<file path="config.mk">
export PLATFORM = sky130hd
export DESIGN_NAME = aluTop
export DESIGN_NICKNAME = d
export VERILOG_FILES = /design/src/verilog/aluPkg.sv /design/src/verilog/aluDataIf.sv /design/src/verilog/aluCtrl.sv /design/src/verilog/aluAddSub.sv /design/src/verilog/aluLogic.sv /design/src/verilog/aluResult.sv /design/src/verilog/aluTop.sv
export SDC_FILE = /design/constraint.sdc
export NUM_CORES = 1
export LEC_CHECK = 0
export BUFFER_PORTS_ARGS = -buffer_cell sky130_fd_sc_hd__clkbuf_2
export CORE_UTILIZATION = 35
export CTS_CLUSTER_DIAMETER = 120
export DETAILED_ROUTE_END_ITERATION = 6
export GPL_TIMING_DRIVEN = 0
export HOLD_SLACK_MARGIN = 0.05
export PLACE_DENSITY = 0.55
export SETUP_SLACK_MARGIN = 0.3
export SLEW_MARGIN = 20
export SYNTH_ARGS = -nofsm -noshare
export SYNTH_HDL_FRONTEND = slang
export SYNTH_SLANG_ARGS = --single-unit
</file>
<file path="constraint.sdc">
create_clock -name clk -period 15 [get_ports clk]
set_input_delay 2.25 -clock clk [delete_from_list [all_inputs] [get_ports clk]]
set_output_delay 2.25 -clock clk [all_outputs]
set_load 0.02 [all_outputs]
</file>
<file path="src/verilog/aluPkg.sv">
package aluPkg;

  // --------------------------------------------------
  // widths
  // --------------------------------------------------

  // operand and result width
  localparam int WORD_W = 32;

  // --------------------------------------------------
  // opcodes
  // --------------------------------------------------

  // three bit opcode, arithmetic first then bitwise
  typedef enum logic [2:0] {
    OP_ADD  = 3'd0,
    OP_SUB  = 3'd1,
    // signed compare, result is 0 or 1
    OP_SLT  = 3'd2,
    OP_NAND = 3'd3,
    OP_NOR  = 3'd4,
    OP_XOR  = 3'd5,
    OP_XNOR = 3'd6,
    // inverts operandA, operandB unused
    OP_INV  = 3'd7
  } aluOpE;

  // --------------------------------------------------
  // adder output
  // --------------------------------------------------

  // raw ripple adder output before result select
  typedef struct packed {
    logic [WORD_W-1:0] sum;
    // carry out of the top stage
    logic              carry;
    // carry into top bit xor carry out of it
    logic              overflow;
  } arithResT;

endpackage

</file>
<file path="src/verilog/aluDataIf.sv">
`timescale 1ns/1ps

// latched request from control to the datapath blocks
interface aluDataIf;

  // --------------------------------------------------
  // latched request
  // --------------------------------------------------

  // operands, held stable for the whole operation
  logic [aluPkg::WORD_W-1:0] operandA;
  logic [aluPkg::WORD_W-1:0] operandB;

  // opcode of the operation in flight
  aluPkg::aluOpE             op;

  // one cycle strobe, result stage captures on it
  logic                      load;

  // --------------------------------------------------
  // modports
  // --------------------------------------------------

  // control side owns everything
  modport ctrl (
    output operandA,
    output operandB,
    output op,
    output load
  );

  // adder, logic unit and result stage only look
  modport dp (
    input  operandA,
    input  operandB,
    input  op,
    input  load
  );

endinterface

</file>
<file path="src/verilog/aluCtrl.sv">
`timescale 1ns/1ps

module aluCtrl (
  input  logic                      clk,
  input  logic                      rstN,
  input  logic                      req,
  input  aluPkg::aluOpE             op,
  input  logic [aluPkg::WORD_W-1:0] operandA,
  input  logic [aluPkg::WORD_W-1:0] operandB,
  output logic                      ack,
  aluDataIf.ctrl                    dataIf
);

  // --------------------------------------------------
  // handshake fsm
  // --------------------------------------------------

  // idle -> exec -> load -> ack -> idle
  typedef enum logic [1:0] {
    IDLE,
    EXEC,
    LOAD,
    ACK
  } ctrlStateE;

  ctrlStateE state;
  ctrlStateE stateNext;

  // request accepted this cycle
  logic      take;

  assign take = (state == IDLE) && req;

  always_comb begin
    stateNext = state;
    case (state)
      IDLE: begin
        if (req) begin
          stateNext = EXEC;
        end
      end
      // datapath settles on the latched operands
      EXEC: stateNext = LOAD;
      LOAD: stateNext = ACK;
      // hold until the requester lets go
      ACK: begin
        if (!req) begin
          stateNext = IDLE;
        end
      end
      default: stateNext = IDLE;
    endcase
  end

  always_ff @(posedge clk or negedge rstN) begin
    if (!rstN) begin
      state       <= IDLE;
      dataIf.load <= 1'b0;
      ack         <= 1'b0;
    end else begin
      state       <= stateNext;
      // strobe high for exactly the load state
      dataIf.load <= (state == EXEC);
      // ack lines up with the result register update
      ack         <= (stateNext == ACK);
    end
  end

  // --------------------------------------------------
  // operand latch
  // --------------------------------------------------

  // capture once per request, later input changes ignored
  always_ff @(posedge clk) begin
    if (take) begin
      dataIf.operandA <= operandA;
      dataIf.operandB <= operandB;
      dataIf.op       <= op;
    end
  end

  // --------------------------------------------------
  // checks
  // --------------------------------------------------

  // ack only comes up on an edge that saw req high
  ackNeedsReq: assert property (@(posedge clk) disable iff (!rstN)
    (!req && !ack) |=> !ack)
    else $error("ack rose with no request pending");

  // load is a single cycle strobe
  loadOnePulse: assert property (@(posedge clk) disable iff (!rstN)
    dataIf.load |=> !dataIf.load)
    else $error("load held for two cycles");

endmodule

</file>
<file path="src/verilog/aluAddSub.sv">
`timescale 1ns/1ps

module aluAddSub (
  aluDataIf.dp             dataIf,
  output aluPkg::arithResT res
);

  // --------------------------------------------------
  // mode
  // --------------------------------------------------

  // slt is a subtract, the result stage looks at the sign
  logic                      sub;

  // b after conditional inversion
  logic [aluPkg::WORD_W-1:0] bIn;

  // carry chain, c[0] is the carry in
  logic [aluPkg::WORD_W:0]   c;

  // per stage sum bits
  logic [aluPkg::WORD_W-1:0] sumBits;

  assign sub  = (dataIf.op == aluPkg::OP_SUB) || (dataIf.op == aluPkg::OP_SLT);

  // two's complement, invert b and carry in a one
  assign c[0] = sub;

  // --------------------------------------------------
  // ripple chain
  // --------------------------------------------------

  for (genvar i = 0; i < aluPkg::WORD_W; i++) begin : gStage
    logic a;
    logic b;
    logic cIn;

    assign a   = dataIf.operandA[i];
    assign cIn = c[i];

    // flip b when subtracting
    assign bIn[i] = dataIf.operandB[i] ^ sub;
    assign b      = bIn[i];

    // full adder
    assign sumBits[i] = a ^ b ^ cIn;
    // majority of the three inputs
    assign c[i+1]     = (a & b) | (a & cIn) | (b & cIn);
  end

  // --------------------------------------------------
  // output
  // --------------------------------------------------

  assign res.sum      = sumBits;
  // for sub a high carry means no borrow
  assign res.carry    = c[aluPkg::WORD_W];
  // signed overflow from the last two carries
  assign res.overflow = c[aluPkg::WORD_W] ^ c[aluPkg::WORD_W-1];

endmodule

</file>
<file path="src/verilog/aluLogic.sv">
`timescale 1ns/1ps

module aluLogic (
  aluDataIf.dp                      dataIf,
  output logic [aluPkg::WORD_W-1:0] logicRes
);

  // --------------------------------------------------
  // bitwise slice
  // --------------------------------------------------

  // one slice per bit, same select on every slice
  for (genvar i = 0; i < aluPkg::WORD_W; i++) begin : gBit
    logic a;
    logic b;
    logic bitRes;

    assign a = dataIf.operandA[i];
    assign b = dataIf.operandB[i];

    always_comb begin
      case (dataIf.op)
        aluPkg::OP_NAND: bitRes = ~(a & b);
        aluPkg::OP_NOR:  bitRes = ~(a | b);
        aluPkg::OP_XOR:  bitRes = a ^ b;
        aluPkg::OP_XNOR: bitRes = ~(a ^ b);
        // single operand, b ignored
        aluPkg::OP_INV:  bitRes = ~a;
        // add, sub and slt come from the adder
        default:         bitRes = 1'b0;
      endcase
    end

    assign logicRes[i] = bitRes;
  end

endmodule

</file>
<file path="src/verilog/aluResult.sv">
`timescale 1ns/1ps

module aluResult (
  input  logic                      clk,
  input  logic                      rstN,
  aluDataIf.dp                      dataIf,
  input  aluPkg::arithResT          arith,
  input  logic [aluPkg::WORD_W-1:0] logicRes,
  output logic [aluPkg::WORD_W-1:0] result,
  output logic                      carry,
  output logic                      overflow,
  output logic                      zero
);

  // --------------------------------------------------
  // select
  // --------------------------------------------------

  logic [aluPkg::WORD_W-1:0] resultNext;
  logic                      isArith;
  // signed a < b, corrected for overflow
  logic                      sltBit;

  assign isArith = (dataIf.op == aluPkg::OP_ADD) || (dataIf.op == aluPkg::OP_SUB);
  assign sltBit  = arith.sum[aluPkg::WORD_W-1] ^ arith.overflow;

  always_comb begin
    case (dataIf.op)
      aluPkg::OP_ADD,
      aluPkg::OP_SUB: resultNext = arith.sum;
      // only bit 0 carries the answer
      aluPkg::OP_SLT: resultNext = {{(aluPkg::WORD_W-1){1'b0}}, sltBit};
      default:        resultNext = logicRes;
    endcase
  end

  // --------------------------------------------------
  // output register
  // --------------------------------------------------

  // holds between loads, so back pressure keeps the value
  always_ff @(posedge clk or negedge rstN) begin
    if (!rstN) begin
      result   <= '0;
      carry    <= 1'b0;
      overflow <= 1'b0;
      zero     <= 1'b0;
    end else if (dataIf.load) begin
      result   <= resultNext;
      // adder flags only for plain add and sub
      carry    <= isArith & arith.carry;
      overflow <= isArith & arith.overflow;
      // flag follows the registered value
      zero     <= (resultNext == '0);
    end
  end

  // --------------------------------------------------
  // checks
  // --------------------------------------------------

  // compare result is the signed order of the latched operands, upper bits clear
  sltValue: assert property (@(posedge clk) disable iff (!rstN)
    (dataIf.load && dataIf.op == aluPkg::OP_SLT)
    |=> (result == {{(aluPkg::WORD_W-1){1'b0}},
                    ($signed($past(dataIf.operandA)) < $signed($past(dataIf.operandB)))}))
    else $error("slt result wrong or upper bits set");

endmodule

</file>
<file path="src/verilog/aluTop.sv">
`timescale 1ns/1ps

module aluTop (
  input  logic                      clk,
  input  logic                      rstN,
  input  logic                      req,
  input  aluPkg::aluOpE             op,
  input  logic [aluPkg::WORD_W-1:0] operandA,
  input  logic [aluPkg::WORD_W-1:0] operandB,
  output logic                      ack,
  output logic [aluPkg::WORD_W-1:0] result,
  output logic                      carry,
  output logic                      overflow,
  output logic                      zero
);

  // --------------------------------------------------
  // internal links
  // --------------------------------------------------

  // latched request shared by all datapath blocks
  aluDataIf dataIf ();

  // adder to result stage
  aluPkg::arithResT          arith;
  // logic unit to result stage
  logic [aluPkg::WORD_W-1:0] logicRes;

  // --------------------------------------------------
  // blocks
  // --------------------------------------------------

  aluCtrl u_ctrl (
    .clk      (clk),
    .rstN     (rstN),
    .req      (req),
    .op       (op),
    .operandA (operandA),
    .operandB (operandB),
    .ack      (ack),
    .dataIf   (dataIf.ctrl)
  );

  aluAddSub u_addSub (
    .dataIf (dataIf.dp),
    .res    (arith)
  );

  aluLogic u_logic (
    .dataIf   (dataIf.dp),
    .logicRes (logicRes)
  );

  aluResult u_result (
    .clk      (clk),
    .rstN     (rstN),
    .dataIf   (dataIf.dp),
    .arith    (arith),
    .logicRes (logicRes),
    .result   (result),
    .carry    (carry),
    .overflow (overflow),
    .zero     (zero)
  );

endmodule

</file>
==> metrics, run 1 <==
Final ANT Viol Nets=0; CP startpoint=u_ctrl.dataIf.op[0]$_DFFE_PP_; GR Overflow Total=0; worst skew pair latency=370 ps; sequential area share after synthesis=0.404; clock slew at reported path FFs=around 80 ps; Met3 Wirelength=roughly 1.3 mm; cell mode on critical path=fa_2; core box area=0.0205 mm²; Tmin final=14,340 ps; depth of the CTS H-tree=3; flop-to-flop setup slack=660 ps; fin. max-slew vios=0; dominant cells by area after synthesis=edfxtp_1 (27%), dfrtp_1 (13%), ha_1 (11%); placed insts=1,047; CTS tree=done; Final Hold Fails=0; critical path endpoint=u_result.zero$_DFFE_PN0P_; RePlAce Congestion=just over 0.9; WP data required=15,280 ps; Crit Path Category=register to register; status=finished clean; cell depth of the worst flop-to-flop path=46; post-DR vias/cell=about 5.3; Max clock buf depth=2; PortBufs=105; Syn Inst Count=665; slew margin rel.=0.372; P_leak=between 3 and 4 nW; setup TNS=0 ps; Die Y=147 µm; number of global-route vias before repair=5,384; EDFF count, synth=67; initial antenna violation count=0; Netlist Area Pre-Place=0.00740 mm²; Finished Layout Cells=1,066; Iter 0 DRT Violations=roughly 360; cts hold-fix bufs=0; root buf cell=clkbuf_16; num rows=52; Hold Crit Class=register to register; via count=5,597; most numerous cell in the Yosys netlist=inv_1; Max Cap Viol=0; wire per inst=20.4 µm; Clock Sinks=106; Async SR Flop Fraction=0.368; total CTS buffers=9; first-pass GRT wire length=32.5 mm; WP data arrival=14,620 ps; Yosys cell types=59; NumNets Final=between 900 and 1,000; Core Util, Final=0.430; highest metal used=met4; final wirelength=21.7 mm; M1 WL=9.98 mm; syn_nets=831; endpoint class of the critical path=register; Synth Register Bits=106; area leader, netlist=edfxtp_1; HPWL Detailed=between 15 and 20 mm; worst r2r dst=u_result.zero$_DFFE_PN0P_; RSZ-0062 raised after global routing=no; top-area cell type share of the netlist area=0.272; CP max stage delay=about 430 ps; count of boundary I/O pins=106; Worst path slowest cell=fa_1; measured slew at the worst slew-check pin=942 ps; pin count of the biggest net entering global routing=40; Final Power=1.43 mW; Peak Freq=around 70 MHz; synth cell count leaders=inv_1 (88), edfxtp_1 (67), ha_1 (64); met2 routed WL=10.0 mm; PD cells=162 mW/mm²; Chip Width=147 µm; Placed Area=about 0.0083 mm²; syn_area_per_cell=11.1 µm²; fin crit share=0.956; # DRC=0; Main synth FF type=edfxtp_1; hold path depth=1; Total GRT Usage=0.205; Initial DRT Pass Iterations=5; peak supply drop=57.0 µV; setup skew after layout=8.89 ps; Worst Path Max Fanout=10; Ys Warns=0; # setup viols final=0; Startpoint Class=register; R2R Path Start=u_ctrl.dataIf.op[0]$_DFFE_PP_; ANT cells=0; layout cell share with drive strength beyond 1=0.264; final std cell area, no fill=between 0.008 and 0.009 mm²; initial core utilization=0.361; synth-to-layout area growth=19.1%; area of the die=0.0217 mm²
[worst max-delay path, delay by kind of cell (launching register included)]
kind,cells,cell delay (ps)
xor gates and xnor gates,2,260
buffers and inverters,8,1030
AOI/OAI and AO/OA,4,950
adders and majority gates,30,11280
and+or+nand+nor,2,320
DFF,1,380
[area by class of cell]
| type | count | area [µm²] |
|---|---|---|
| fillers | 1980 | 11700 |
| multi-input cells | 430 | 4020 |
| flip-flops and latches | 106 | 2990 |
| repair buffers | 115 | 608 |
| well taps | 270 | 338 |
| inverters | 89 | 334 |
| plain buffers | 40 | 256 |
| clock buffers | 9 | 225 |
| clock inverters | 7 | 51.3 |
[registers in the layout, indices dropped and copies added (netlist names)]
signal                  flops
u_ctrl.dataIf.operandA     32
u_ctrl.dataIf.operandB     32
u_result.result            32
u_ctrl.dataIf.op            3
u_ctrl.state                2
u_ctrl.ack                  1
u_ctrl.dataIf.load          1
u_result.carry              1
u_result.overflow           1
u_result.zero               1
[repair_timing]
item / in CTS / in global routing
gates resized for setup: 51 / 6
endpoints found under the setup margin: 10 / 3
endpoints found under the hold margin: 0 / 0
cloned: 0 / 0
buffers inserted: 3 / 0
pin swaps: 5 / 4
[layout by cell type, fill, tap and decap left out, types with 4 or more instances in the layout]
cell type  count
o2bb2ai_1     13
o22ai_1        7
a31oi_1        4
or3_1          6
buf_2         10
a21oi_1       19
inv_1         88
o21ai_0       23
o221ai_1       5
dfrtp_1       39
nand4_1        5
fa_2          17
nor2b_1       13
edfxtp_1      67
mux2i_1       39
buf_6          6
buf_1          5
mux2_2        20
clkbuf_2     104
ha_1          64
or4_1          5
o221a_2        5
o311ai_0       6
xnor2_1       29
o211ai_1       7
nand3_1        9
nand2_1       23
buf_4         12
clkbuf_16      9
fa_1          15
o31ai_1        5
nor3_1         5
nor2_1        32
nand2b_1       5
clkbuf_1      12
[metrics by stage]
step,setup WS [ps],hold slack (ps)
after global routing,330,517
after global placement,-2480,457
final,656,484
after CTS,324,491
after floorplan,737,428
after detailed placement,-2450,481
[worst min-delay path by stage]
stage | startpoint | endpoint | slack, ps
2_1_floorplan | u_ctrl.state[1]$_DFF_PN0_ | u_ctrl.dataIf.load$_DFF_PN0_ | 430
3_3_place_gp | u_ctrl.state[1]$_DFF_PN0_ | u_ctrl.dataIf.load$_DFF_PN0_ | 460
3_5_place_dp | u_ctrl.state[1]$_DFF_PN0_ | u_ctrl.dataIf.load$_DFF_PN0_ | 480
4_1_cts | u_ctrl.state[1]$_DFF_PN0_ | u_ctrl.dataIf.load$_DFF_PN0_ | 490
5_1_grt | u_ctrl.state[1]$_DFF_PN0_ | u_ctrl.dataIf.load$_DFF_PN0_ | 520
6_report | u_ctrl.state[1]$_DFF_PN0_ | u_ctrl.dataIf.load$_DFF_PN0_ | 480
[cells by family (layout without fill, tap and decap cells)]
kind of cell,after synthesis,in the layout,share of synthesized area
compound gates,129,129,0.127
xor+xnor,33,33,0.0390
fa+ha+maj,96,96,0.195
buf+inv,129,260,0.0693
flops,106,106,0.404
mux,64,64,0.0953
simple gates,108,108,0.0710
[power breakdown]
group | total, mW | leakage [nW] | switching (mW) | internal [mW]
Sequential | 0.465 | 1.09 | 0.0627 | 0.402
Clock | 0.228 | 0.137 | 0.114 | 0.114
Combinational | 0.735 | 2.63 | 0.435 | 0.300
[metal layers]
layer / GRT usage / vias to the layer above
li1: - / 2598
met2: 0.325 / 209
met3: 0.0373 / 26
met1: 0.286 / 2764
met5: 0 / -
met4: 0.0593 / 0
Power figures use the tool's default switching activity.
==> run 2: changes to the inputs <==
--- a/config.mk
+++ b/config.mk
@@ -6,12 +6,12 @@
 export NUM_CORES = 1
 export LEC_CHECK = 0
 export BUFFER_PORTS_ARGS = -buffer_cell sky130_fd_sc_hd__clkbuf_2
-export CORE_UTILIZATION = 35
+export CORE_UTILIZATION = 40
 export CTS_CLUSTER_DIAMETER = 120
 export DETAILED_ROUTE_END_ITERATION = 6
 export GPL_TIMING_DRIVEN = 0
 export HOLD_SLACK_MARGIN = 0.05
-export PLACE_DENSITY = 0.55
+export PLACE_DENSITY = 0.61
 export SETUP_SLACK_MARGIN = 0.3
 export SLEW_MARGIN = 20
 export SYNTH_ARGS = -nofsm -noshare
==> metrics, run 2 (same netlist as run 1, synthesis figures left out) <==
Initial DRT Pass Iterations=5; pin count of the biggest net entering global routing=26; # DRC=0; Worst Path Max Fanout=10; endpoint class of the critical path=register; depth of the CTS H-tree=3; Iter 0 DRT Violations=413; worst skew pair latency=360 ps; Peak Freq=around 70 MHz; total CTS buffers=9; WP data arrival=14,580 ps; Core Util, Final=0.487; status=finished clean; # setup viols final=0; Final Power=1.42 mW; area of the die=0.0191 mm²; cell mode on critical path=fa_1; CTS tree=done; WP data required=15,220 ps; slew margin rel.=0.385; post-DR vias/cell=5.44; number of global-route vias before repair=roughly 5,600; Crit Path Category=register to register; Startpoint Class=register; measured slew at the worst slew-check pin=923 ps; Clock Sinks=106; synth-to-layout area growth=18.6%; num rows=49; hold path depth=1; flop-to-flop setup slack=640 ps; HPWL Detailed=15.8 mm; Final ANT Viol Nets=0; Final Hold Fails=0; R2R Path Start=u_ctrl.dataIf.op[0]$_DFFE_PP_; P_leak=3.87 nW; final wirelength=20.9 mm; initial antenna violation count=0; fin crit share=0.958; via count=5,590; peak supply drop=127 µV; worst r2r dst=u_result.zero$_DFFE_PN0P_; fin. max-slew vios=0; Max clock buf depth=2; CP max stage delay=410 ps; Worst path slowest cell=fa_1; CP startpoint=u_ctrl.dataIf.op[0]$_DFFE_PP_; setup TNS=0 ps; Max Cap Viol=0; PD cells=162 mW/mm²; commonest non-fill, non-tap cell in the layout=clkbuf_2; most frequent cells in the layout=clkbuf_2 (105), inv_1 (88), edfxtp_1 (67); core box area=0.0180 mm²; NumNets Final=959; WHS Endpoint=u_ctrl.dataIf.load$_DFF_PN0_; layout cell share with drive strength beyond 1=0.258; initial core utilization=0.411; Total GRT Usage=0.225; Hold Crit Class=register to register; first-pass GRT wire length=32.3 mm; count of boundary I/O pins=approximately 110; clock slew at reported path FFs=70 ps; GR Overflow Total=0; Tmin final=about 14,000 ps; root buf cell=clkbuf_16; Chip Width=about 140 µm; largest registers=u_ctrl.dataIf.operandA: 32 flops, u_ctrl.dataIf.operandB: 32 flops, u_result.result: 32 flops; HP Start=u_ctrl.state[1]$_DFF_PN0_; RSZ-0062 raised after global routing=no; PortBufs=105; cell depth of the worst flop-to-flop path=48; Die Y=138 µm; wire per inst=20.3 µm; RePlAce Congestion=0.960; ANT cells=0; setup skew after layout=about 6.1 ps
run 2: cell types whose count changed in the layout (fill, tap and decap cells not counted), moves of 2 or more:
| cell | before | now |
|---|---|---|
| fa_1 | 15 | 19 |
| fa_2 | 17 | 13 |
| clkbuf_1 | 12 | 14 |
| clkinv_4 | 2 | 0 |
| inv_4 | 2 | 4 |
run 2: layout make-up:
type                       count  area, µm²
sequential                   106       2990
buffer                        40        260
multi-input combinational    430       4010
timing repair buffer         117        636
clock buffer                  12        246
inverter                      89        334
fill                        1704       9240
tap                          229        287
clock inverter                 4       25.0
run 2: how the worst max path moves through the flow:
stage                                           end  slack [ps]  cells after the start
after floorplan           u_result.zero$_DFFE_PN0P_         740                     44
after global placement    u_result.zero$_DFFE_PN0P_       -2270                     44
after detailed placement  u_result.zero$_DFFE_PN0P_       -1890                     44
after CTS                 u_result.zero$_DFFE_PN0P_         330                     46
after global routing      u_result.zero$_DFFE_PN0P_         310                     48
final                     u_result.zero$_DFFE_PN0P_         640                     48
run 2: routing by layer:
layer  GRT usage  wire length (µm)
met1       0.311              9510
met2       0.346              9360
met3      0.0499              1430
met4      0.0856               576
met5           0                 0
run 2: worst max-delay path: cells and delay by family, from the launching register on:
family | cells | cell delay, ps
adders and majority gates | 31 | 11450
xor gates and xnor gates | 2 | 260
and+or+nand+nor | 3 | 440
DFF | 1 | 380
AOI/OAI and AO/OA | 4 | 560
buffers and inverters | 8 | 1090
run 2: where the power goes:
group / internal [mW] / leakage [nW] / switching, mW
Clock: 0.118 / 0.138 / 0.107
Combinational: 0.299 / 2.64 / 0.431
Sequential: 0.402 / 1.09 / 0.0612
run 2: repair_timing:
action | in CTS | in global routing
hold buffers | 0 | 0
buffers inserted | 4 | 0
resized for setup | 44 | 8
setup endpoints to repair | 9 | 3
pin swaps | 5 | 5
run 2: per-stage QoR:
stage | std cells | setup slack, ps | area (µm²) | hold WS (ps)
floorplan | 665 | 737 | 7400 | 428
global placement | 999 | -2270 | 8220 | 458
detailed placement | 1007 | -1890 | 8300 | 475
CTS | 1027 | 326 | 8740 | 490
global route | 1027 | 307 | 8780 | 512
finish | 1027 | 637 | 8780 | 480
